<file path="src/include/ecc_mem_config.svh">
// Fixed sizes of the ECC memory; no module takes these as parameters
// Codeword width must equal data width plus 7 check bits
// Address width must cover the full depth

`ifndef ECC_MEM_CONFIG_SVH
`define ECC_MEM_CONFIG_SVH

// User data word and stored codeword, in bits
`define ECC_DATA_W 32
`define ECC_CODE_W 39

// Bank size in words and its address width
`define MEM_DEPTH 256
`define MEM_ADDR_W 8

// Width of each saturating event counter
`define ECC_CNT_W 16

`endif

</file>
<file path="src/rtl/ecc_pkg.sv">
// Types of the SECDED code: data, codeword, syndrome and error class
// Codeword layout is {check[6:0], data[31:0]}, check bits at the top

`include "ecc_mem_config.svh"

package ecc_pkg;

  typedef logic [`ECC_DATA_W-1:0] ecc_data_t;
  typedef logic [`ECC_CODE_W-1:0] ecc_code_t;
  typedef logic [`ECC_CODE_W-`ECC_DATA_W-1:0] ecc_synd_t;

  // One H-matrix column per codeword bit
  typedef ecc_synd_t [`ECC_CODE_W-1:0] ecc_hmat_t;

  // Single means the syndrome matches a column, any other nonzero one is double
  typedef enum logic [1:0] {
    ERR_NONE,
    ERR_SINGLE,
    ERR_DOUBLE
  } ecc_err_e;

  // Hsiao H matrix built at elaboration
  function automatic ecc_hmat_t ecc_hmatrix();
    ecc_hmat_t   h;
    int unsigned n;
    h = '0;
    n = 0;
    // Data columns take the first distinct weight-3 patterns
    for (int unsigned v = 0; v < 2 ** $bits(ecc_synd_t); v++) begin
      if ($countones(v) == 3 && n < `ECC_DATA_W) begin
        h[n] = ecc_synd_t'(v);
        n++;
      end
    end
    // Check bits form the identity part
    for (int unsigned k = 0; k < $bits(ecc_synd_t); k++) begin
      h[`ECC_DATA_W+k] = ecc_synd_t'(1 << k);
    end
    return h;
  endfunction

endpackage

</file>
<file path="src/rtl/mem_pkg.sv">
// Types of the bank side: address, event count and scrub FSM states
// Address wraps at the bank depth, so the scrub walk is modulo depth

`include "ecc_mem_config.svh"

package mem_pkg;

  typedef logic [`MEM_ADDR_W-1:0] mem_addr_t;

  // Saturating counter value
  typedef logic [`ECC_CNT_W-1:0] err_cnt_t;

  // One scrub step is IDLE, READ, WRITE
  typedef enum logic [1:0] {
    SCRUB_IDLE,
    SCRUB_READ,
    SCRUB_WRITE
  } scrub_state_e;

endpackage

</file>
<file path="src/rtl/ecc_read_port.sv">
// User read side: decodes bank data one cycle after a user read
// Flags apply to user reads only, scrub reads are never reported here
// Counters saturate at all ones and clear only on reset

`include "ecc_mem_config.svh"

module ecc_read_port
  import ecc_pkg::*, mem_pkg::*;
(
  input  logic      clk_i,
  input  logic      rst_ni,
  input  logic      usr_rd_i,
  input  ecc_code_t code_i,
  input  logic      scrub_corrected_i,
  input  logic      scrub_uncorrectable_i,
  output ecc_data_t rdata_o,
  output logic      rvalid_o,
  output logic      err_single_o,
  output logic      err_double_o,
  output err_cnt_t  corrected_cnt_o,
  output err_cnt_t  uncorrectable_cnt_o
);

  logic       rd_q;
  ecc_err_e   rd_err;
  logic [1:0] corr_inc;
  logic [1:0] unc_inc;

  // Add up to two events in a cycle, stick at the top
  function automatic err_cnt_t sat_add(input err_cnt_t cnt, input logic [1:0] inc);
    logic [`ECC_CNT_W:0] sum;
    sum = {1'b0, cnt} + {{(`ECC_CNT_W-1){1'b0}}, inc};
    if (sum[`ECC_CNT_W]) begin
      return '1;
    end
    return sum[`ECC_CNT_W-1:0];
  endfunction

  ecc_secded_dec i_rd_dec (
    .code_i (code_i),
    .data_o (rdata_o),
    .code_o (),
    .err_o  (rd_err)
  );

  // Marks the cycle in which bank data belongs to a user read
  always_ff @(posedge clk_i or negedge rst_ni) begin
    if (!rst_ni) begin
      rd_q <= 1'b0;
    end else begin
      rd_q <= usr_rd_i;
    end
  end

  assign rvalid_o     = rd_q;
  assign err_single_o = rd_q && (rd_err == ERR_SINGLE);
  assign err_double_o = rd_q && (rd_err == ERR_DOUBLE);

  // User and scrub events merged per counter
  assign corr_inc = {1'b0, err_single_o} + {1'b0, scrub_corrected_i};
  assign unc_inc  = {1'b0, err_double_o} + {1'b0, scrub_uncorrectable_i};

  always_ff @(posedge clk_i or negedge rst_ni) begin
    if (!rst_ni) begin
      corrected_cnt_o     <= '0;
      uncorrectable_cnt_o <= '0;
    end else begin
      corrected_cnt_o     <= sat_add(corrected_cnt_o, corr_inc);
      uncorrectable_cnt_o <= sat_add(uncorrectable_cnt_o, unc_inc);
    end
  end

  a_flags_exclusive : assert property (@(posedge clk_i) disable iff (!rst_ni)
    !(err_single_o && err_double_o));

endmodule

</file>
<file path="src/rtl/ecc_secded_dec.sv">
// Hsiao 39/32 decoder, purely combinational
// Corrects any single-bit error, including one in the check bits
// A double error is flagged and the codeword passes through unchanged

`include "ecc_mem_config.svh"

module ecc_secded_dec
  import ecc_pkg::*;
(
  input  ecc_code_t code_i,
  output ecc_data_t data_o,
  output ecc_code_t code_o,
  output ecc_err_e  err_o
);

  localparam ecc_hmat_t H = ecc_hmatrix();

  ecc_synd_t synd;
  ecc_code_t flip;

  // Syndrome over the whole codeword, zero for a clean word
  always_comb begin
    synd = '0;
    for (int i = 0; i < `ECC_CODE_W; i++) begin
      if (code_i[i]) begin
        synd ^= H[i];
      end
    end
  end

  // Columns are odd weight and distinct, so at most one bit matches
  // Double errors give even weight and match none
  always_comb begin
    for (int i = 0; i < `ECC_CODE_W; i++) begin
      flip[i] = (synd == H[i]);
    end
  end

  assign code_o = code_i ^ flip;
  assign data_o = code_o[`ECC_DATA_W-1:0];

  // Error class from syndrome and match
  always_comb begin
    if (synd == '0) begin
      err_o = ERR_NONE;
    end else if (|flip) begin
      err_o = ERR_SINGLE;
    end else begin
      err_o = ERR_DOUBLE;
    end
  end

endmodule

</file>
<file path="config.mk">
export PLATFORM = sky130hd
export DESIGN_NAME = ecc_read_port
export DESIGN_NICKNAME = d
export VERILOG_FILES = /design/src/rtl/ecc_pkg.sv /design/src/rtl/mem_pkg.sv /design/src/rtl/ecc_read_port.sv /design/src/rtl/ecc_secded_dec.sv
export VERILOG_INCLUDE_DIRS = /design/src /design/src/include
export SDC_FILE = /design/constraint.sdc
export NUM_CORES = 1
export LEC_CHECK = 0
export ABC_CLOCK_PERIOD_IN_PS = 4900
export BUFFER_PORTS_ARGS = -buffer_cell sky130_fd_sc_hd__clkbuf_2
export CORE_AREA = 8 8 94 96
export DETAILED_ROUTE_END_ITERATION = 6
export DIE_AREA = 0 0 102 104
export PLACE_DENSITY = 0.93
export SETUP_SLACK_MARGIN = 0.3
export SLEW_MARGIN = 20
export SYNTH_ARGS = -nofsm -noshare
export SYNTH_HDL_FRONTEND = slang
export SYNTH_HIERARCHICAL = 1
export SYNTH_SLANG_ARGS = --single-unit
</file>
<file path="constraint.sdc">
create_clock -name clk_i -period 4.9 [get_ports clk_i]
set_clock_uncertainty 0.2 [all_clocks]
set_input_delay 0.49 -clock clk_i [delete_from_list [all_inputs] [get_ports clk_i]]
set_output_delay 0.49 -clock clk_i [all_outputs]
set_load 0.03 [all_outputs]
</file>
==> impl_metrics.yaml <==
power:
  ir_drop_mv: 0.636
  leakage_uw: 0.00258
  power_uw: 3400
  power_density_nw_per_um2: 617
drt:
  drtAntennaViolNets: 0
  vias: 4163
  drtIter0Drc: 469
  wl_per_cell_um: 21.6
  wl_mm: 14.9
  via_per_inst: 6.03
  drc: 0
  firstDrtPassIters: 5
cts:
  cts_buffers: 5
  clock_latency_ns: 0.30
  cts_max_path_buffers: 2
  htreeDepth: 2
  path_clk_slew_ns: 0.07
  cts_sinks: 33
  cts_root_buf: "clkbuf_8"
  cts_tree: "built"
finish:
  multi_input_area_sq_um: 3100
  area_delta_synth_final_pct: 44.5
  diodes: 0
  nets: 635
  regArea_sq_um: 826
  final_util_pct: 73.9
  n_fill_cell: 455
  drive_gt1_share_pct: 49.8
  finalInstanceArea_sq_um: 5500
timing:
  timing.fmax_ghz: 0.206
  finalHoldViolCount: 0
  post-route-min-period_ns: 4.86
  fin_crit_sh_pct: 99.2
  final_max_slew_viol_count: 0
  worstMarginPinSlew_ns: 0.851
  worst_slew_margin_rel_pct: 43.2
  setup_viol: 0
  rsz0062_at_grt: "true"
  final.setup.worst_slack_ns: 0.0368
yosys:
  syn_nets: 473
  avgSynthCellArea_sq_um: 8.96
  ys_warn_count: 6
  synth_cells: 425
  synth.cell_area_sq_um: 3810
worst_setup_path:
  reg2regPathDepth: 7
  crit_family: "XOR/XNOR gates"
  cp.required_ns: 4.88
  cp_num_buf_inv: 5
  cp_slowest_stage_delay_ns: 0.49
  start_kind: "primary input"
  crit_fanout: 3
  cp.arrival_ns: 4.84
  cp_slowest_cell: "xnor3_2"
  cp.depth: 19
  worstSetupPathType: "in -> reg"
  crit_path_end_kind: "register"
  crit_chain: "buf_8 > buf_6 > xnor2_4 > xnor3_2 > xor2_4 > buf_4 > xnor2_1 > xor2_1 > nand2_1 > a211oi_1 > a211o_1 > nor3_2 > nand3b_1 > fa_2 > buf_6 > nand4b_1 > buf_4 > o41a_1 > a211o_1"
grt:
  overflow: 0
  antenna_found_initial: 0
  grt_pass1_wl_mm: 19.0
  use_met1_pct: 24.1
  track_usage_pct: 22.2
  met2_usage_pct: 37.7
  grt_pass1_vias: 3962
  gr-max-usage-layer: "met2"
  grt_max_degree: 34
  use_met3_pct: 4.55
min_path:
  holdCritPathClass: "in -> async"
floorplan:
  die_h_um: 104
  start_util_pct: 51.1
  coreArea_sq_um: 7450
  io_pins: 111
  rows: 32
  die_w_um: 102
  die-area_sq_um: 10600
place:
  hpwl_mm: 9.52
  pre_cts_slack_ns: -0.0972
  numPortBuffers: 110
  place_congestion: 0.987
  place_area_sq_um: 4720
run:
  max-cap-violations: 0
status:
  status: "finished clean"
stage by stage:
step	cells	TNS [ns]	hold WS [ns]
6_report	690	0	0.0893
5_1_grt	690	-0.181	0.0920
4_1_cts	668	0	0.0958
3_5_place_dp	651	-0.679	0.386
3_3_place_gp	651	0	0.356
2_1_floorplan	425	0	-0.00559
layout by cell type (no fill, tap or decap), types with 6 or more instances in the layout:
master    count
clkbuf_2    104
buf_4        79
xnor2_1      61
nand2_1      42
nand3_1      33
dfrtp_1      33
nor2_1       20
xnor2_2      18
o21ai_0      11
inv_1        10
nor3_1       10
or4_1         9
xnor2_4       9
buf_6         9
xor2_1        8
xnor3_2       8
o31ai_1       6
clkbuf_8      6
per-layer routing:
metal	up-vias	wire, um	part of all wire (%)
li1	1790	-	-
met2	312	7340	49
met5	-	0	0
met1	1965	5260	35
met3	96	1310	8.8
met4	0	978	6.6
final cells by class:
type	count	area share [%]
clock buffers	6	1.50
clock inverters	2	0.682
inverters	12	0.864
multi-input cells	338	56.4
flip-flops and latches	33	15.0
well taps	102	2.32
repair buffers	197	23.3
power breakdown:
group / switching [uW] / total [uW] / internal (uW)
registers: 114 / 450 / 336
logic: 1450 / 2670 / 1220
clock network: 110 / 275 / 165
total: 1680 / 3400 / 1720
worst paths after layout:
check	slack, ns	startpoint	end
setup / recovery	0.04	code_i[6]	corrected_cnt_o[13]
hold / removal	0.09	rst_ni	corrected_cnt_o[9]
setup reg to reg	2.31	rvalid_o	corrected_cnt_o[13]
hold reg to reg	0.39	corrected_cnt_o[15]	corrected_cnt_o[15]
max in group asynchronous	3.88	rst_ni	uncorrectable_cnt_o[0]
min in group clk_i	0.10	usr_rd_i	rvalid_o
state kept, by name, summed over array words and instances, names as in the netlist:
| register | count |
|---|---|
| corrected_cnt_o | 16 |
| uncorrectable_cnt_o | 16 |
| rvalid_o | 1 |
what timing repair did:
item	CTS	global route
hold endpoints to repair	0	0
pin swaps	5	37
gates resized for setup	8	73
endpoints found under the setup margin	24	32
hold buffers	0	0
buffers inserted	9	22
Power figures use the tool's default switching activity.
