**src/include/ecc_mem_config.svh**
```systemverilog
// Fixed sizes of the ECC memory; no module takes these as parameters
// Codeword width must equal data width plus 7 check bits
// Address width must cover the full depth

`ifndef ECC_MEM_CONFIG_SVH
`define ECC_MEM_CONFIG_SVH

// User data word and stored codeword, in bits
`define ECC_DATA_W 32
`define ECC_CODE_W 39

// Bank size in words and its address width
`define MEM_DEPTH 256
`define MEM_ADDR_W 8

// Width of each saturating event counter
`define ECC_CNT_W 16

`endif

```
**src/rtl/ecc_pkg.sv**
```systemverilog
// Types of the SECDED code: data, codeword, syndrome and error class
// Codeword layout is {check[6:0], data[31:0]}, check bits at the top

`include "ecc_mem_config.svh"

package ecc_pkg;

  typedef logic [`ECC_DATA_W-1:0] ecc_data_t;
  typedef logic [`ECC_CODE_W-1:0] ecc_code_t;
  typedef logic [`ECC_CODE_W-`ECC_DATA_W-1:0] ecc_synd_t;

  // One H-matrix column per codeword bit
  typedef ecc_synd_t [`ECC_CODE_W-1:0] ecc_hmat_t;

  // Single means the syndrome matches a column, any other nonzero one is double
  typedef enum logic [1:0] {
    ERR_NONE,
    ERR_SINGLE,
    ERR_DOUBLE
  } ecc_err_e;

  // Hsiao H matrix built at elaboration
  function automatic ecc_hmat_t ecc_hmatrix();
    ecc_hmat_t   h;
    int unsigned n;
    h = '0;
    n = 0;
    // Data columns take the first distinct weight-3 patterns
    for (int unsigned v = 0; v < 2 ** $bits(ecc_synd_t); v++) begin
      if ($countones(v) == 3 && n < `ECC_DATA_W) begin
        h[n] = ecc_synd_t'(v);
        n++;
      end
    end
    // Check bits form the identity part
    for (int unsigned k = 0; k < $bits(ecc_synd_t); k++) begin
      h[`ECC_DATA_W+k] = ecc_synd_t'(1 << k);
    end
    return h;
  endfunction

endpackage

```
**src/rtl/ecc_secded_enc.sv**
```systemverilog
// Hsiao 39/32 encoder, purely combinational
// inj_mask_i is XORed onto the codeword; keep it zero in normal operation

`include "ecc_mem_config.svh"

module ecc_secded_enc
  import ecc_pkg::*;
(
  input  ecc_data_t data_i,
  input  ecc_code_t inj_mask_i,
  output ecc_code_t code_o
);

  // Same matrix as the decoder, generated from the package
  localparam ecc_hmat_t H = ecc_hmatrix();

  ecc_synd_t check;

  // Each check bit is the parity over the data bits in its row
  always_comb begin
    check = '0;
    for (int i = 0; i < `ECC_DATA_W; i++) begin
      if (data_i[i]) begin
        check ^= H[i];
      end
    end
  end

  // Planted faults enter the stored word here
  assign code_o = {check, data_i} ^ inj_mask_i;

endmodule

```
**config.mk**
```make
export PLATFORM = sky130hd
export DESIGN_NAME = ecc_secded_enc
export DESIGN_NICKNAME = d
export VERILOG_FILES = /design/src/rtl/ecc_pkg.sv /design/src/rtl/ecc_secded_enc.sv
export VERILOG_INCLUDE_DIRS = /design/src /design/src/include
export SDC_FILE = /design/constraint.sdc
export NUM_CORES = 1
export LEC_CHECK = 0
export ABC_AREA = 1
export BUFFER_PORTS_ARGS = -buffer_cell sky130_fd_sc_hd__buf_2
export CAP_MARGIN = 10
export CORE_MARGIN = 3
export CORE_UTILIZATION = 42
export DETAILED_ROUTE_END_ITERATION = 10
export GPL_TIMING_DRIVEN = 0
export PLACE_DENSITY = 0.9
export SYNTH_ARGS = -nofsm -noshare
export SYNTH_HDL_FRONTEND = slang
export SYNTH_SLANG_ARGS = --single-unit
```
**constraint.sdc**
```tcl
create_clock -name vclk -period 2.2
set_input_delay 0.11 -clock vclk [all_inputs]
set_output_delay 0.11 -clock vclk [all_outputs]
set_load 0.1 [all_outputs]
```
==> results of run 1 <==
==> logic make-up (layout without fill, tap and decap cells) <==
logic type | Yosys count | count (layout) | synth area share, %
XOR/XNOR | 79 | 79 | 39.67
AND/OR/NAND/NOR | 187 | 187 | 42.97
buffers and inverters | 69 | 159 | 17.36
==> area by class of cell <==
cell class	instances	area (um2)
well taps	48	60.06
repair buffers	90	450.4
inverters	49	183.9
plain buffers	20	118.9
fillers	388	1572
multi-input cells	266	1441
==> worst min-delay path by stage <==
stage	to	slack, ns
after floorplan	code_o[0]	0.66
after global placement	code_o[1]	0.63
after detailed placement	code_o[27]	0.63
after CTS	code_o[27]	0.63
after global routing	code_o[16]	0.64
final	code_o[1]	0.63
==> worst max-delay path: stages <==
cell	delay, ns
buf_2	0.14
xor2_1	0.30
inv_1	0.10
nand2_1	0.07
nand2_1	0.06
inv_1	0.05
nand2_1	0.05
nand2_1	0.06
nand2_1	0.04
nand2_1	0.06
buf_2	0.42
==> layout by cell type (no fill, tap or decap) <==
cell type | synthesis | layout
buf_6 | 3 | 3
clkbuf_2 | 3 | 3
nand3_1 | 23 | 23
nand3b_1 | 5 | 5
xnor2_1 | 26 | 26
nor2_1 | 4 | 4
xor2_1 | 53 | 53
nand2_1 | 155 | 155
buf_2 | 14 | 104
inv_1 | 49 | 49
==> stage by stage <==
| step | util, % | hold slack [ns] | cell area [um2] | total power (uW) |
|---|---|---|---|---|
| after floorplan | - | 0.6610 | 1744 | 1166 |
| after global placement | 58.93 | 0.6336 | 2255 | 1371 |
| after detailed placement | 58.93 | 0.6350 | 2255 | 1393 |
| after CTS | 58.93 | 0.6345 | 2255 | 1395 |
| after global routing | 58.93 | 0.6414 | 2255 | 1484 |
| final | 58.93 | 0.6335 | 2255 | 1389 |
==> power by group through the flow <==
stage          Sequential [uW]  Combinational [uW]  Clock (uW)
6_report                     0                1390           0
5_1_grt                      0                1480           0
4_1_cts                      0                1400           0
3_5_place_dp                 0                1390           0
3_3_place_gp                 0                1370           0
2_1_floorplan                0                1170           0
==> per-layer routing <==
layer  routed length (um)  vias to the layer above
met5                    0                        -
met4                    0                        0
met3                  396                        0
met2                 2308                       75
met1                 1869                      899
li1                     -                     1149
==> results.ini, run 1 <==
[timing]
relSlewSlack_pct=67.49
drv_slew=0
fin_crit_ns=1.596
max_freq_ghz=0.6264
setup_violations=0
final-hold-violation-count=0
period_share_pct=72.56
tightest_slew_ns=0.4910
rsz0062_at_grt=false
setup_slack_ns=0.6036
fin_tns_setup_ns=0

[outcome]
status=finished, final reports clean

[synth]
synth.distinct_cells=10
syn_nets=406
synthCells=335
synth_commonest_cells=nand2_1 (155), xor2_1 (53), inv_1 (49)
synth_area_leaders=nand2_1 (33%), xor2_1 (27%), xnor2_1 (13%), inv_1 (11%), nand3_1 (6.6%)
postSynthAreaPerCell_um2=5.206
yosysWarnings=0
yosysSeqAreaShare_pct=0
yosysTopAreaCell=nand2_1
synth.most_common_cell=nand2_1
syn_area_um2=1744
synth.top_cell.area_share_pct=33.36

[global_routing]
met1_usage_pct=20.61
grtUsageTotal_pct=17.87
grt_pass1_vias=1952
grt_max_degree=8
grt_busiest_layer=met2
grt_pass1_wl_um=7714
grt_util_met2_pct=36.49
grt.overflow.total=0
met3_usage_pct=1.727
grt_antenna_before_repair=0

[floorplan]
boundaryPins=110
coreArea_um2=3826
start_util_pct=45.59
die-area_um2=4962
fp.dieH_um=70.44
dieWidth_um=70.44
rows=22

[critical_path]
cp-start-kind=input pin
cp-endpoint=code_o[32]
cp.arrival_ns=1.49
critPathKind=in2out
crit_start=data_i[26]
cp.required_ns=2.09
end_kind=output pin
critPathMaxFanout=4

[place]
port-buffer-count=90
dp_hpwl_um=4127
preCtsSetupSlack_ns=0.6104
place_congestion=0.8359
dp_cells=473

[route]
drcViolationCount=0
vias=2123
routed_wirelength_um=4573
drt_iter0_markers=69
routedWlPerCell_um=9.668
ant_nets=0
drt-pass1-iter-count=5
avgViaCountPerCell=4.488

[power_and_ir_drop]
p_leak_uw=0.001512
intPower_uw=290.5
clockPowerShare_pct=0
p_seq_share_pct=0
p_sw_uw=1099
swShare_pct=79.09
vdd_drop_max_v=0.0004239
powerDensity_nw_per_um2=616.2
pwr-share-comb_pct=100.0

[clock_network]
cts_resized=0
cts_hold_buf=0
postCtsSetupBuffers=0

[layout]
area_delta_synth_final_pct=29.27
drive_gt1_share_pct=25.88
nNetsFinal=498
seq_cells=0
nClkBuffers=0
diodes=0
register_area_um2=0
fin_cells=473

[min_path]
min_from=inj_mask_i[1]
hold_class=in2out
min_delay_path_depth=3

[flow_run]
drv_cap=0

(Power assumes the default switching activity.)
==> inputs of run 2 (changes only) <==
--- a/config.mk
+++ b/config.mk
@@ -10,10 +10,10 @@
 export BUFFER_PORTS_ARGS = -buffer_cell sky130_fd_sc_hd__buf_2
 export CAP_MARGIN = 10
 export CORE_MARGIN = 3
-export CORE_UTILIZATION = 42
+export CORE_UTILIZATION = 41
 export DETAILED_ROUTE_END_ITERATION = 10
 export GPL_TIMING_DRIVEN = 0
-export PLACE_DENSITY = 0.9
+export PLACE_DENSITY = 0.92
 export SYNTH_ARGS = -nofsm -noshare
 export SYNTH_HDL_FRONTEND = slang
 export SYNTH_SLANG_ARGS = --single-unit
==> constraint.sdc (replaced) <==
create_clock -name vclk -period 1.4
set_input_delay 0.07 -clock vclk [all_inputs]
set_output_delay 0.07 -clock vclk [all_outputs]
set_load 0.1 [all_outputs]
==> run 2 against run 1 <==
Compared with the run above: sequential share of layout area is the same; setup slack got worse by 0.50 ns; critical path depth is 1 higher; die area grew 2.2%; critical path type unchanged.
==> results.ini, run 2 (synthesis gave the netlist of run 1 again) <==
[timing]
tightest_slew_ns=0.4968
final-hold-violation-count=0
drv_slew=0
rsz0062_at_grt=true
fin_crit_ns=1.300
holdWs_ns=0.5665
max_freq_ghz=0.7691
setup_violations=0
period_share_pct=92.88
fin_tns_setup_ns=0
relSlewSlack_pct=67.11

[critical_path]
end_kind=output pin
cp.arrival_ns=1.23
cp.required_ns=1.33
crit_path_max_incr_delay_ns=0.22
crit_path_cell_trace=buf_2 > inv_1 > nand2_1 > nand2_1 > nand2_1 > nand2_1 > nand2_1 > nand2_1 > nand2_1 > nand3_1 > nand2_2 > buf_6
crit_slowest_cell=buf_6
critPathMaxFanout=5
critPathKind=in2out
cp-start-kind=input pin
path_common_cell=nand2_1

[place]
port-buffer-count=90
dp_cells=475
place_congestion=0.8479
dp_hpwl_um=4204

[layout]
diodes=0
nClkBuffers=0
most-common-layout-cells=nand2_1 (146), buf_2 (92), inv_1 (45)
final_common_cell=nand2_1
multi_input_area_um2=1712
fin_cells=475
seq_cells=0
area_delta_synth_final_pct=49.93
register_area_um2=0
nFillCells=385
nNetsFinal=498
drive_gt1_share_pct=36.71

[min_path]
min_delay_path_depth=3
hold_class=in2out

[power_and_ir_drop]
swShare_pct=74.35
intPower_uw=628.0
powerDensity_nw_per_um2=936.3
p_sw_uw=1820
clockPowerShare_pct=0
vdd_drop_max_v=0.0005427
pwr-share-comb_pct=100.0
power_uw=2448
p_seq_share_pct=0
p_leak_uw=0.001574

[global_routing]
grt_antenna_before_repair=0
grtUsageTotal_pct=17.63
grt_max_degree=8
grt_pass1_vias=1874
grt_pass1_wl_um=7583
grt.overflow.total=0

[route]
vias=2153
ant_nets=0
drcViolationCount=0
drt_iter0_markers=59
routed_wirelength_um=4904
drt-pass1-iter-count=4
avgViaCountPerCell=4.533
routedWlPerCell_um=10.32

[flow_run]
drv_cap=0

[floorplan]
rows=23
start_util_pct=42.98
die-area_um2=5073
coreArea_um2=4058
fp.dieH_um=71.23
dieWidth_um=71.23
boundaryPins=110

[outcome]
status=finished, final reports clean

[clock_network]
cts_hold_buf=0

-- run 2: metal layers --
| metal | routed length (um) | track usage [%] | share of wire (%) | vias up |
|---|---|---|---|---|
| met5 | 0 | 0 | 0 | - |
| met4 | 71 | 1.253 | 1.4 | 0 |
| met3 | 325 | 0.4208 | 6.6 | 8 |
| met2 | 2592 | 34.59 | 53 | 77 |
| met1 | 1915 | 22.16 | 39 | 946 |
| li1 | - | - | - | 1122 |
-- run 2: area by class of cell --
cell class / count / area share (%)
buffer: 20 / 5.024
inverter: 49 / 7.273
multi-input combinational: 266 / 65.45
tap: 50 / 2.392
timing repair buffer: 90 / 19.86
-- run 2: final timing paths --
path | start | end | slack (ns)
max | data_i[4] | code_o[32] | 0.1
min | inj_mask_i[11] | code_o[11] | 0.57
-- run 2: power groups by stage --
stage | clock [uW] | sequential [uW] | combinational [uW]
2_1_floorplan | 0 | 0 | 1910
3_3_place_gp | 0 | 0 | 2250
3_5_place_dp | 0 | 0 | 2290
4_1_cts | 0 | 0 | 2330
5_1_grt | 0 | 0 | 2590
6_report | 0 | 0 | 2450
-- run 2: metrics by stage --
| stage | util, % | worst slack [ns] | area [um2] |
|---|---|---|---|
| after floorplan | - | 0.04924 | 2003 |
| after global placement | 62.01 | -0.1069 | 2516 |
| after detailed placement | 62.01 | -0.1426 | 2516 |
| after CTS | 62.47 | 0.003337 | 2535 |
| after global routing | 64.45 | -0.03339 | 2615 |
| final | 64.45 | 0.09970 | 2615 |
-- run 2: repair_timing --
action,4_1_cts,5_1_grt
pin swaps,0,1
endpoints found under the setup margin,6,7
buffers inserted,0,0
gates cloned,0,0
gates resized for setup,7,27
-- run 2: critical path: cells and delay by family --
kind                   cells  cell delay (ns)
buffers and inverters      3             0.46
and+or+nand+nor            9             0.71
