===== src/include/ecc_mem_config.svh =====
// Fixed sizes of the ECC memory; no module takes these as parameters
// Codeword width must equal data width plus 7 check bits
// Address width must cover the full depth

`ifndef ECC_MEM_CONFIG_SVH
`define ECC_MEM_CONFIG_SVH

// User data word and stored codeword, in bits
`define ECC_DATA_W 32
`define ECC_CODE_W 39

// Bank size in words and its address width
`define MEM_DEPTH 256
`define MEM_ADDR_W 8

// Width of each saturating event counter
`define ECC_CNT_W 16

`endif


===== src/rtl/ecc_pkg.sv =====
// Types of the SECDED code: data, codeword, syndrome and error class
// Codeword layout is {check[6:0], data[31:0]}, check bits at the top

`include "ecc_mem_config.svh"

package ecc_pkg;

  typedef logic [`ECC_DATA_W-1:0] ecc_data_t;
  typedef logic [`ECC_CODE_W-1:0] ecc_code_t;
  typedef logic [`ECC_CODE_W-`ECC_DATA_W-1:0] ecc_synd_t;

  // One H-matrix column per codeword bit
  typedef ecc_synd_t [`ECC_CODE_W-1:0] ecc_hmat_t;

  // Single means the syndrome matches a column, any other nonzero one is double
  typedef enum logic [1:0] {
    ERR_NONE,
    ERR_SINGLE,
    ERR_DOUBLE
  } ecc_err_e;

  // Hsiao H matrix built at elaboration
  function automatic ecc_hmat_t ecc_hmatrix();
    ecc_hmat_t   h;
    int unsigned n;
    h = '0;
    n = 0;
    // Data columns take the first distinct weight-3 patterns
    for (int unsigned v = 0; v < 2 ** $bits(ecc_synd_t); v++) begin
      if ($countones(v) == 3 && n < `ECC_DATA_W) begin
        h[n] = ecc_synd_t'(v);
        n++;
      end
    end
    // Check bits form the identity part
    for (int unsigned k = 0; k < $bits(ecc_synd_t); k++) begin
      h[`ECC_DATA_W+k] = ecc_synd_t'(1 << k);
    end
    return h;
  endfunction

endpackage


===== src/rtl/mem_pkg.sv =====
// Types of the bank side: address, event count and scrub FSM states
// Address wraps at the bank depth, so the scrub walk is modulo depth

`include "ecc_mem_config.svh"

package mem_pkg;

  typedef logic [`MEM_ADDR_W-1:0] mem_addr_t;

  // Saturating counter value
  typedef logic [`ECC_CNT_W-1:0] err_cnt_t;

  // One scrub step is IDLE, READ, WRITE
  typedef enum logic [1:0] {
    SCRUB_IDLE,
    SCRUB_READ,
    SCRUB_WRITE
  } scrub_state_e;

endpackage


===== src/rtl/bank_if.sv =====
// Single-port bank access bundle, no handshake beyond req
// rdata is valid one cycle after a read request and holds until the next read

interface bank_if
  import ecc_pkg::*, mem_pkg::*;
();

  logic      req;
  logic      we;
  mem_addr_t addr;
  ecc_code_t wdata;
  ecc_code_t rdata;

  // Arbiter side
  modport master (output req, output we, output addr, output wdata, input rdata);

  // Memory side
  modport slave (input req, input we, input addr, input wdata, output rdata);

endinterface


===== src/rtl/ecc_scrubber.sv =====
// Bank arbiter plus background scrub FSM; the user port always wins
// Only correctable words are rewritten, double errors are reported and left
// A step in progress completes even after scrub_en_i drops

module ecc_scrubber
  import ecc_pkg::*, mem_pkg::*;
(
  input  logic      clk_i,
  input  logic      rst_ni,
  input  logic      scrub_en_i,
  input  logic      usr_req_i,
  input  logic      usr_we_i,
  input  mem_addr_t usr_addr_i,
  input  ecc_code_t usr_code_i,
  bank_if.master    bank,
  output logic      scrub_corrected_o,
  output logic      scrub_uncorrectable_o
);

  scrub_state_e state_d, state_q;
  mem_addr_t    addr_d, addr_q;

  logic      scrub_req;
  logic      scrub_we;
  ecc_code_t fixed_code;
  ecc_err_e  scrub_err;

  // Checks the word read back in SCRUB_WRITE
  ecc_secded_dec i_scrub_dec (
    .code_i (bank.rdata),
    .data_o (),
    .code_o (fixed_code),
    .err_o  (scrub_err)
  );

  // User request owns the bank, scrub fills idle cycles only
  always_comb begin
    bank.req = usr_req_i | scrub_req;
    if (usr_req_i) begin
      bank.we    = usr_we_i;
      bank.addr  = usr_addr_i;
      bank.wdata = usr_code_i;
    end else begin
      bank.we    = scrub_we;
      bank.addr  = addr_q;
      bank.wdata = fixed_code;
    end
  end

  always_comb begin
    state_d               = state_q;
    addr_d                = addr_q;
    scrub_req             = 1'b0;
    scrub_we              = 1'b0;
    scrub_corrected_o     = 1'b0;
    scrub_uncorrectable_o = 1'b0;
    unique case (state_q)
      SCRUB_IDLE: begin
        if (scrub_en_i) begin
          state_d = SCRUB_READ;
        end
      end
      SCRUB_READ: begin
        // Read goes out only when the user is quiet, else stall here
        scrub_req = 1'b1;
        if (!usr_req_i) begin
          state_d = SCRUB_WRITE;
        end
      end
      SCRUB_WRITE: begin
        if (scrub_err != ERR_SINGLE) begin
          // Clean or uncorrectable, nothing to write back
          state_d               = SCRUB_IDLE;
          addr_d                = addr_q + mem_addr_t'(1);
          scrub_uncorrectable_o = (scrub_err == ERR_DOUBLE);
        end else if (usr_req_i) begin
          // User took the bank, word may have changed so read it again
          state_d = SCRUB_READ;
        end else begin
          scrub_req         = 1'b1;
          scrub_we          = 1'b1;
          state_d           = SCRUB_IDLE;
          addr_d            = addr_q + mem_addr_t'(1);
          scrub_corrected_o = 1'b1;
        end
      end
      default: begin
        state_d = SCRUB_IDLE;
      end
    endcase
  end

  always_ff @(posedge clk_i or negedge rst_ni) begin
    if (!rst_ni) begin
      state_q <= SCRUB_IDLE;
      addr_q  <= '0;
    end else begin
      state_q <= state_d;
      addr_q  <= addr_d;
    end
  end

  // Scrub writes happen only for a correctable word, in a user-free cycle
  a_scrub_write_slot : assert property (@(posedge clk_i) disable iff (!rst_ni)
    (bank.req && bank.we && !usr_req_i)
      |-> (state_q == SCRUB_WRITE && scrub_err == ERR_SINGLE));

  a_state_legal : assert property (@(posedge clk_i) disable iff (!rst_ni)
    state_q inside {SCRUB_IDLE, SCRUB_READ, SCRUB_WRITE});

endmodule


===== src/rtl/ecc_secded_dec.sv =====
// Hsiao 39/32 decoder, purely combinational
// Corrects any single-bit error, including one in the check bits
// A double error is flagged and the codeword passes through unchanged

`include "ecc_mem_config.svh"

module ecc_secded_dec
  import ecc_pkg::*;
(
  input  ecc_code_t code_i,
  output ecc_data_t data_o,
  output ecc_code_t code_o,
  output ecc_err_e  err_o
);

  localparam ecc_hmat_t H = ecc_hmatrix();

  ecc_synd_t synd;
  ecc_code_t flip;

  // Syndrome over the whole codeword, zero for a clean word
  always_comb begin
    synd = '0;
    for (int i = 0; i < `ECC_CODE_W; i++) begin
      if (code_i[i]) begin
        synd ^= H[i];
      end
    end
  end

  // Columns are odd weight and distinct, so at most one bit matches
  // Double errors give even weight and match none
  always_comb begin
    for (int i = 0; i < `ECC_CODE_W; i++) begin
      flip[i] = (synd == H[i]);
    end
  end

  assign code_o = code_i ^ flip;
  assign data_o = code_o[`ECC_DATA_W-1:0];

  // Error class from syndrome and match
  always_comb begin
    if (synd == '0) begin
      err_o = ERR_NONE;
    end else if (|flip) begin
      err_o = ERR_SINGLE;
    end else begin
      err_o = ERR_DOUBLE;
    end
  end

endmodule


===== src/flat_wrapper.sv =====
// flat-port wrapper written by rule: the top's interface ports become plain ports
module ecc_scrubber_flat import ecc_pkg::*, mem_pkg::*;
  (clk_i, rst_ni, scrub_en_i, usr_req_i, usr_we_i, usr_addr_i, usr_code_i, scrub_corrected_o, scrub_uncorrectable_o, bank_req, bank_we, bank_addr, bank_wdata, bank_rdata);
  bank_if bank_i ();
  input  logic clk_i;
  input  logic rst_ni;
  input  logic scrub_en_i;
  input  logic usr_req_i;
  input  logic usr_we_i;
  input  mem_addr_t usr_addr_i;
  input  ecc_code_t usr_code_i;
  output logic scrub_corrected_o;
  output logic scrub_uncorrectable_o;
  output wire logic [$bits(bank_i.req)-1:0] bank_req;
  output wire logic [$bits(bank_i.we)-1:0] bank_we;
  output wire logic [$bits(bank_i.addr)-1:0] bank_addr;
  output wire logic [$bits(bank_i.wdata)-1:0] bank_wdata;
  input wire logic [$bits(bank_i.rdata)-1:0] bank_rdata;
  assign bank_req = bank_i.req;
  assign bank_we = bank_i.we;
  assign bank_addr = bank_i.addr;
  assign bank_wdata = bank_i.wdata;
  assign bank_i.rdata = bank_rdata;
  ecc_scrubber u_core (.clk_i(clk_i), .rst_ni(rst_ni), .scrub_en_i(scrub_en_i), .usr_req_i(usr_req_i), .usr_we_i(usr_we_i), .usr_addr_i(usr_addr_i), .usr_code_i(usr_code_i), .bank(bank_i), .scrub_corrected_o(scrub_corrected_o), .scrub_uncorrectable_o(scrub_uncorrectable_o));
endmodule

===== config.mk =====
export PLATFORM = sky130hd
export DESIGN_NAME = ecc_scrubber_flat
export DESIGN_NICKNAME = d
export VERILOG_FILES = /design/src/rtl/ecc_pkg.sv /design/src/rtl/mem_pkg.sv /design/src/rtl/bank_if.sv /design/src/rtl/ecc_scrubber.sv /design/src/rtl/ecc_secded_dec.sv /design/src/flat_wrapper.sv
export VERILOG_INCLUDE_DIRS = /design/src /design/src/include
export SDC_FILE = /design/constraint.sdc
export NUM_CORES = 1
export LEC_CHECK = 0
export BUFFER_PORTS_ARGS = -buffer_cell sky130_fd_sc_hd__clkbuf_2
export CORE_ASPECT_RATIO = 1.75
export CORE_MARGIN = 1
export CORE_UTILIZATION = 48
export DETAILED_ROUTE_END_ITERATION = 16
export PLACE_DENSITY = 0.79
export SYNTH_ARGS = -nofsm -noshare
export SYNTH_HDL_FRONTEND = slang
export SYNTH_SLANG_ARGS = --single-unit

===== constraint.sdc =====
create_clock -name clk_i -period 3.96 [get_ports clk_i]
set_clock_uncertainty 0.05 [all_clocks]
set_input_delay 0.198 -clock clk_i [delete_from_list [all_inputs] [get_ports clk_i]]
set_output_delay 0.198 -clock clk_i [all_outputs]
set_load 0.02 [all_outputs]

==> results.txt <==
* Result of the run: finished, final reports clean
* Wire length of the first global-routing pass: around 15 mm
* HPWL reported at the end of detailed placement: 8.49 mm
- After synthesis, the cell types taking the most area are xnor2_1 23%, xnor3_1 12%, dfrtp_1 8.5%, nand2_1 7.6%, o21ai_0 7.5%.
- Of all nets on the critical path, the largest fanout is 11.
* Final Setup Violations: 0
- Pin count of the biggest net entering global routing: 50
- H-tree depth reported by CTS: 1
* Mapped Area: 0.00293 mm²
- When the netlist entered floorplanning its net count stood at 464.
- The final number of hold-violating endpoints came to 0.
- Slew at the pin with the worst max-slew slack: approximately 0.88 ns
* Initial antenna violation count: 0
* Instance count of the mapped netlist: 367
- Clock latency on the worst-skew pair: 0.23 ns
- For this design the ratio of total power to cell area is about 640 mW/mm².
* Die height: 105 µm
- Initial drt markers: approximately 130
- Final worst slack: between 0.2 and 0.25 ns
- The initialized floorplan defines 37 standard-cell rows.
- Yosys mapped a number of flops with a built-in enable equal to 0.
* Total of hold buffers inserted after clock tree synthesis: 1
- TritonCTS created 3 clock buffers.
- In this run the count of I/O pins placed on the die edge is 142.
* Total core area: 0.00588 mm²
* Vias per inst: 5.46
- DRT antenna net count: 0
- Cell accounting for the most synthesized area: xnor2_1
* Pre-Repair DR Iteration Count: 4
- Unrepaired setup endpoints after global routing: no
- The most used flip-flop cell after synthesis is dfrtp_1.
* Post-Place Worst Slack: 0.240 ns
- Worst voltage drop across the vdd grid: 0.525 mV
- The number of cells on the worst reg-to-reg path is 5.
- Of the synthesized area, sequential elements account for under 10%.
- In this run the deepest clock path goes through 2 buffers.
- Yosys Warn Count: 0
- The total overflow left after global routing is 0.
- Summed over all failing endpoints, the final setup total negative slack is 0 ns.
- The number of pins exceeding their max-slew limit in the final report was 0.
- STA classifies the critical path endpoint as an output pin.
- For this run, the post-layout net count is 612.
- Gp weighted congestion: 0.949
- CTS root buffer: clkbuf_8
* Growth of design area from synthesis to finish: 31.5%
* Async set-or-reset flop fraction in the synthesized netlist: 100%
- Input and output buffers added on the ports amount to 141.
* Initial Util: ~50%
- The repair_antennas step left the layout with diodes totalling 0.
* Crit path DAT: 3.51 ns
* Mean instance size in the synthesized netlist: 7.98 µm²
- Nature of the critical path startpoint: input port
* Post-CTS Setup Inserts: 0
* Netlist cell types: 45
- The smallest clock period supported by the final layout is computed as approximately 3.8 ns.
- Detailed routing inserted a total of between 3000 and 4000 vias.
- Drt wl/cell: roughly 17 µm
* Worst slew slack as a fraction of its limit: 41.0%
- Most used standard cell by instance count after synthesis: xnor2_1
- The floorplan step set the die width to 61.0 µm.
- Number of cells upsized or downsized after cts: 0
- Of the cells placed in the final design, the portion with a size suffix greater than 1 is 35.6%.
- Leakage: 1.78 nW
* Peak clock frequency supported by timing: roughly 0.27 GHz
- Clock transition time at the flip-flop clock pins of the worst setup and hold paths: 0.05 ns
- The layout has ~540 filler cells.
- The path class of the tightest hold or removal check is input port to async pin.
- Flop and latch count out of synthesis: 10
- # Max-Cap Violations: 0
- Data on the critical path is required at its endpoint by ~3.7 ns.
* Cell types with the highest counts after synthesis: 78 x xnor2_1, 59 x nand2_1, 44 x o21ai_0
- GR Util All Layers: approximately a third
- Fin crit share: 94.9%
* Drc violations: 0
* Portion of synthesized cell area occupied by the leading cell type: between 20% and 30%
- Clock sink total: 10
* Overall die area: around 0.0064 mm²
- The via count of the first global-routing pass is between 3000 and 4000.
- Total wire length: 9.99 mm
- Kind of critical path: input port to output pin
* CTS tree: yes
## logic make-up (layout without fill, tap and decap cells)
kind of cell,count (synthesis),in the layout,share of synthesized area (%)
flip-flops,10,10,8.55
adder cells (fa/ha/maj),6,6,2.56
AND/OR/NAND/NOR,138,138,21.8
AO/OA/AOI/OAI,66,66,14.8
multiplexers,10,10,3.85
buffers and inverters,20,167,3.03
XOR/XNOR,117,117,45.3
## layout make-up
type	count	area, µm²	area share, %
clock buffers	4	55.1	1.43
inverters	4	15.0	0.390
multi-input cells	337	2590	67.2
flip-flops and latches	10	250	6.50
well taps	78	97.6	2.53
repair buffers	159	843	21.9
## registers in the layout (all words and copies together), names as in the netlist
register and cells:
u_core.addr_q 8, u_core.state_q 2
## worst max-delay path, cell delays in order
cell       delay, ns
clkbuf_2        0.12
xnor3_1         0.43
xnor2_2         0.26
xnor3_1         0.64
and2_4          0.25
nand3_1         0.22
o22ai_1         0.16
a2111oi_4       0.42
nand4_1         0.27
a21o_1          0.22
a21o_1          0.16
clkbuf_2        0.15
## report_power, final
part	total (W)	internal, W	leakage, nW	switching (W)
combinational	0.00211	0.000850	1.64	0.00126
sequential	0.000212	0.000153	0.113	0.0000588
clock	0.000127	0.0000874	0.0288	0.0000397
total	0.00245	0.00109	1.78	0.00136
## final timing paths
kind                                     end               from  slack (ns)
setup / recovery                    bank_req      bank_rdata[5]        0.20
hold / removal              u_core.addr_q[2]             rst_ni        0.32
setup reg to reg            u_core.addr_q[7]  u_core.state_q[0]        2.34
hold reg to reg             u_core.addr_q[7]   u_core.addr_q[7]        0.44
max in group asynchronous   u_core.addr_q[0]             rst_ni        3.32
min in group clk_i         u_core.state_q[0]         scrub_en_i        0.34
## layout by cell type (no fill, tap or decap), drive strengths merged, types with 2 or more instances in the layout
cell type / instances
clkbuf: 145
xnor2: 81
nand2: 59
o21ai: 44
nor2: 26
nor3: 24
buf: 17
xnor3: 17
xor2: 16
nand3: 11
dfrtp: 10
mux2: 10
nand4: 7
ha: 6
inv: 4
a211oi: 4
xor3: 3
a21oi: 3
and2: 3
nand2b: 2
o22ai: 2
a31oi: 2
a21o: 2
or3: 2
a41oi: 2
## routing by layer
metal	part of all wire [%]	global-route usage, %	vias to the layer above
li1	-	-	1565
met1	32	31.1	1461
met2	56	59.9	158
met3	4.8	3.07	46
met4	6.8	20.1	0
met5	0	0	-
## per-stage QoR
step,cells,utilization (%),hold slack (ns),instance area (µm²),total power [W]
global route,592,65.5,0.334,3850,0.00262
global placement,587,64.4,0.0220,3780,0.00228
finish,592,65.5,0.322,3850,0.00245
floorplan,367,-,-0.148,2930,0.00164
CTS,592,65.5,0.312,3850,0.00243
detailed placement,587,64.4,0.0264,3780,0.00229
(Power assumes the default switching activity.)
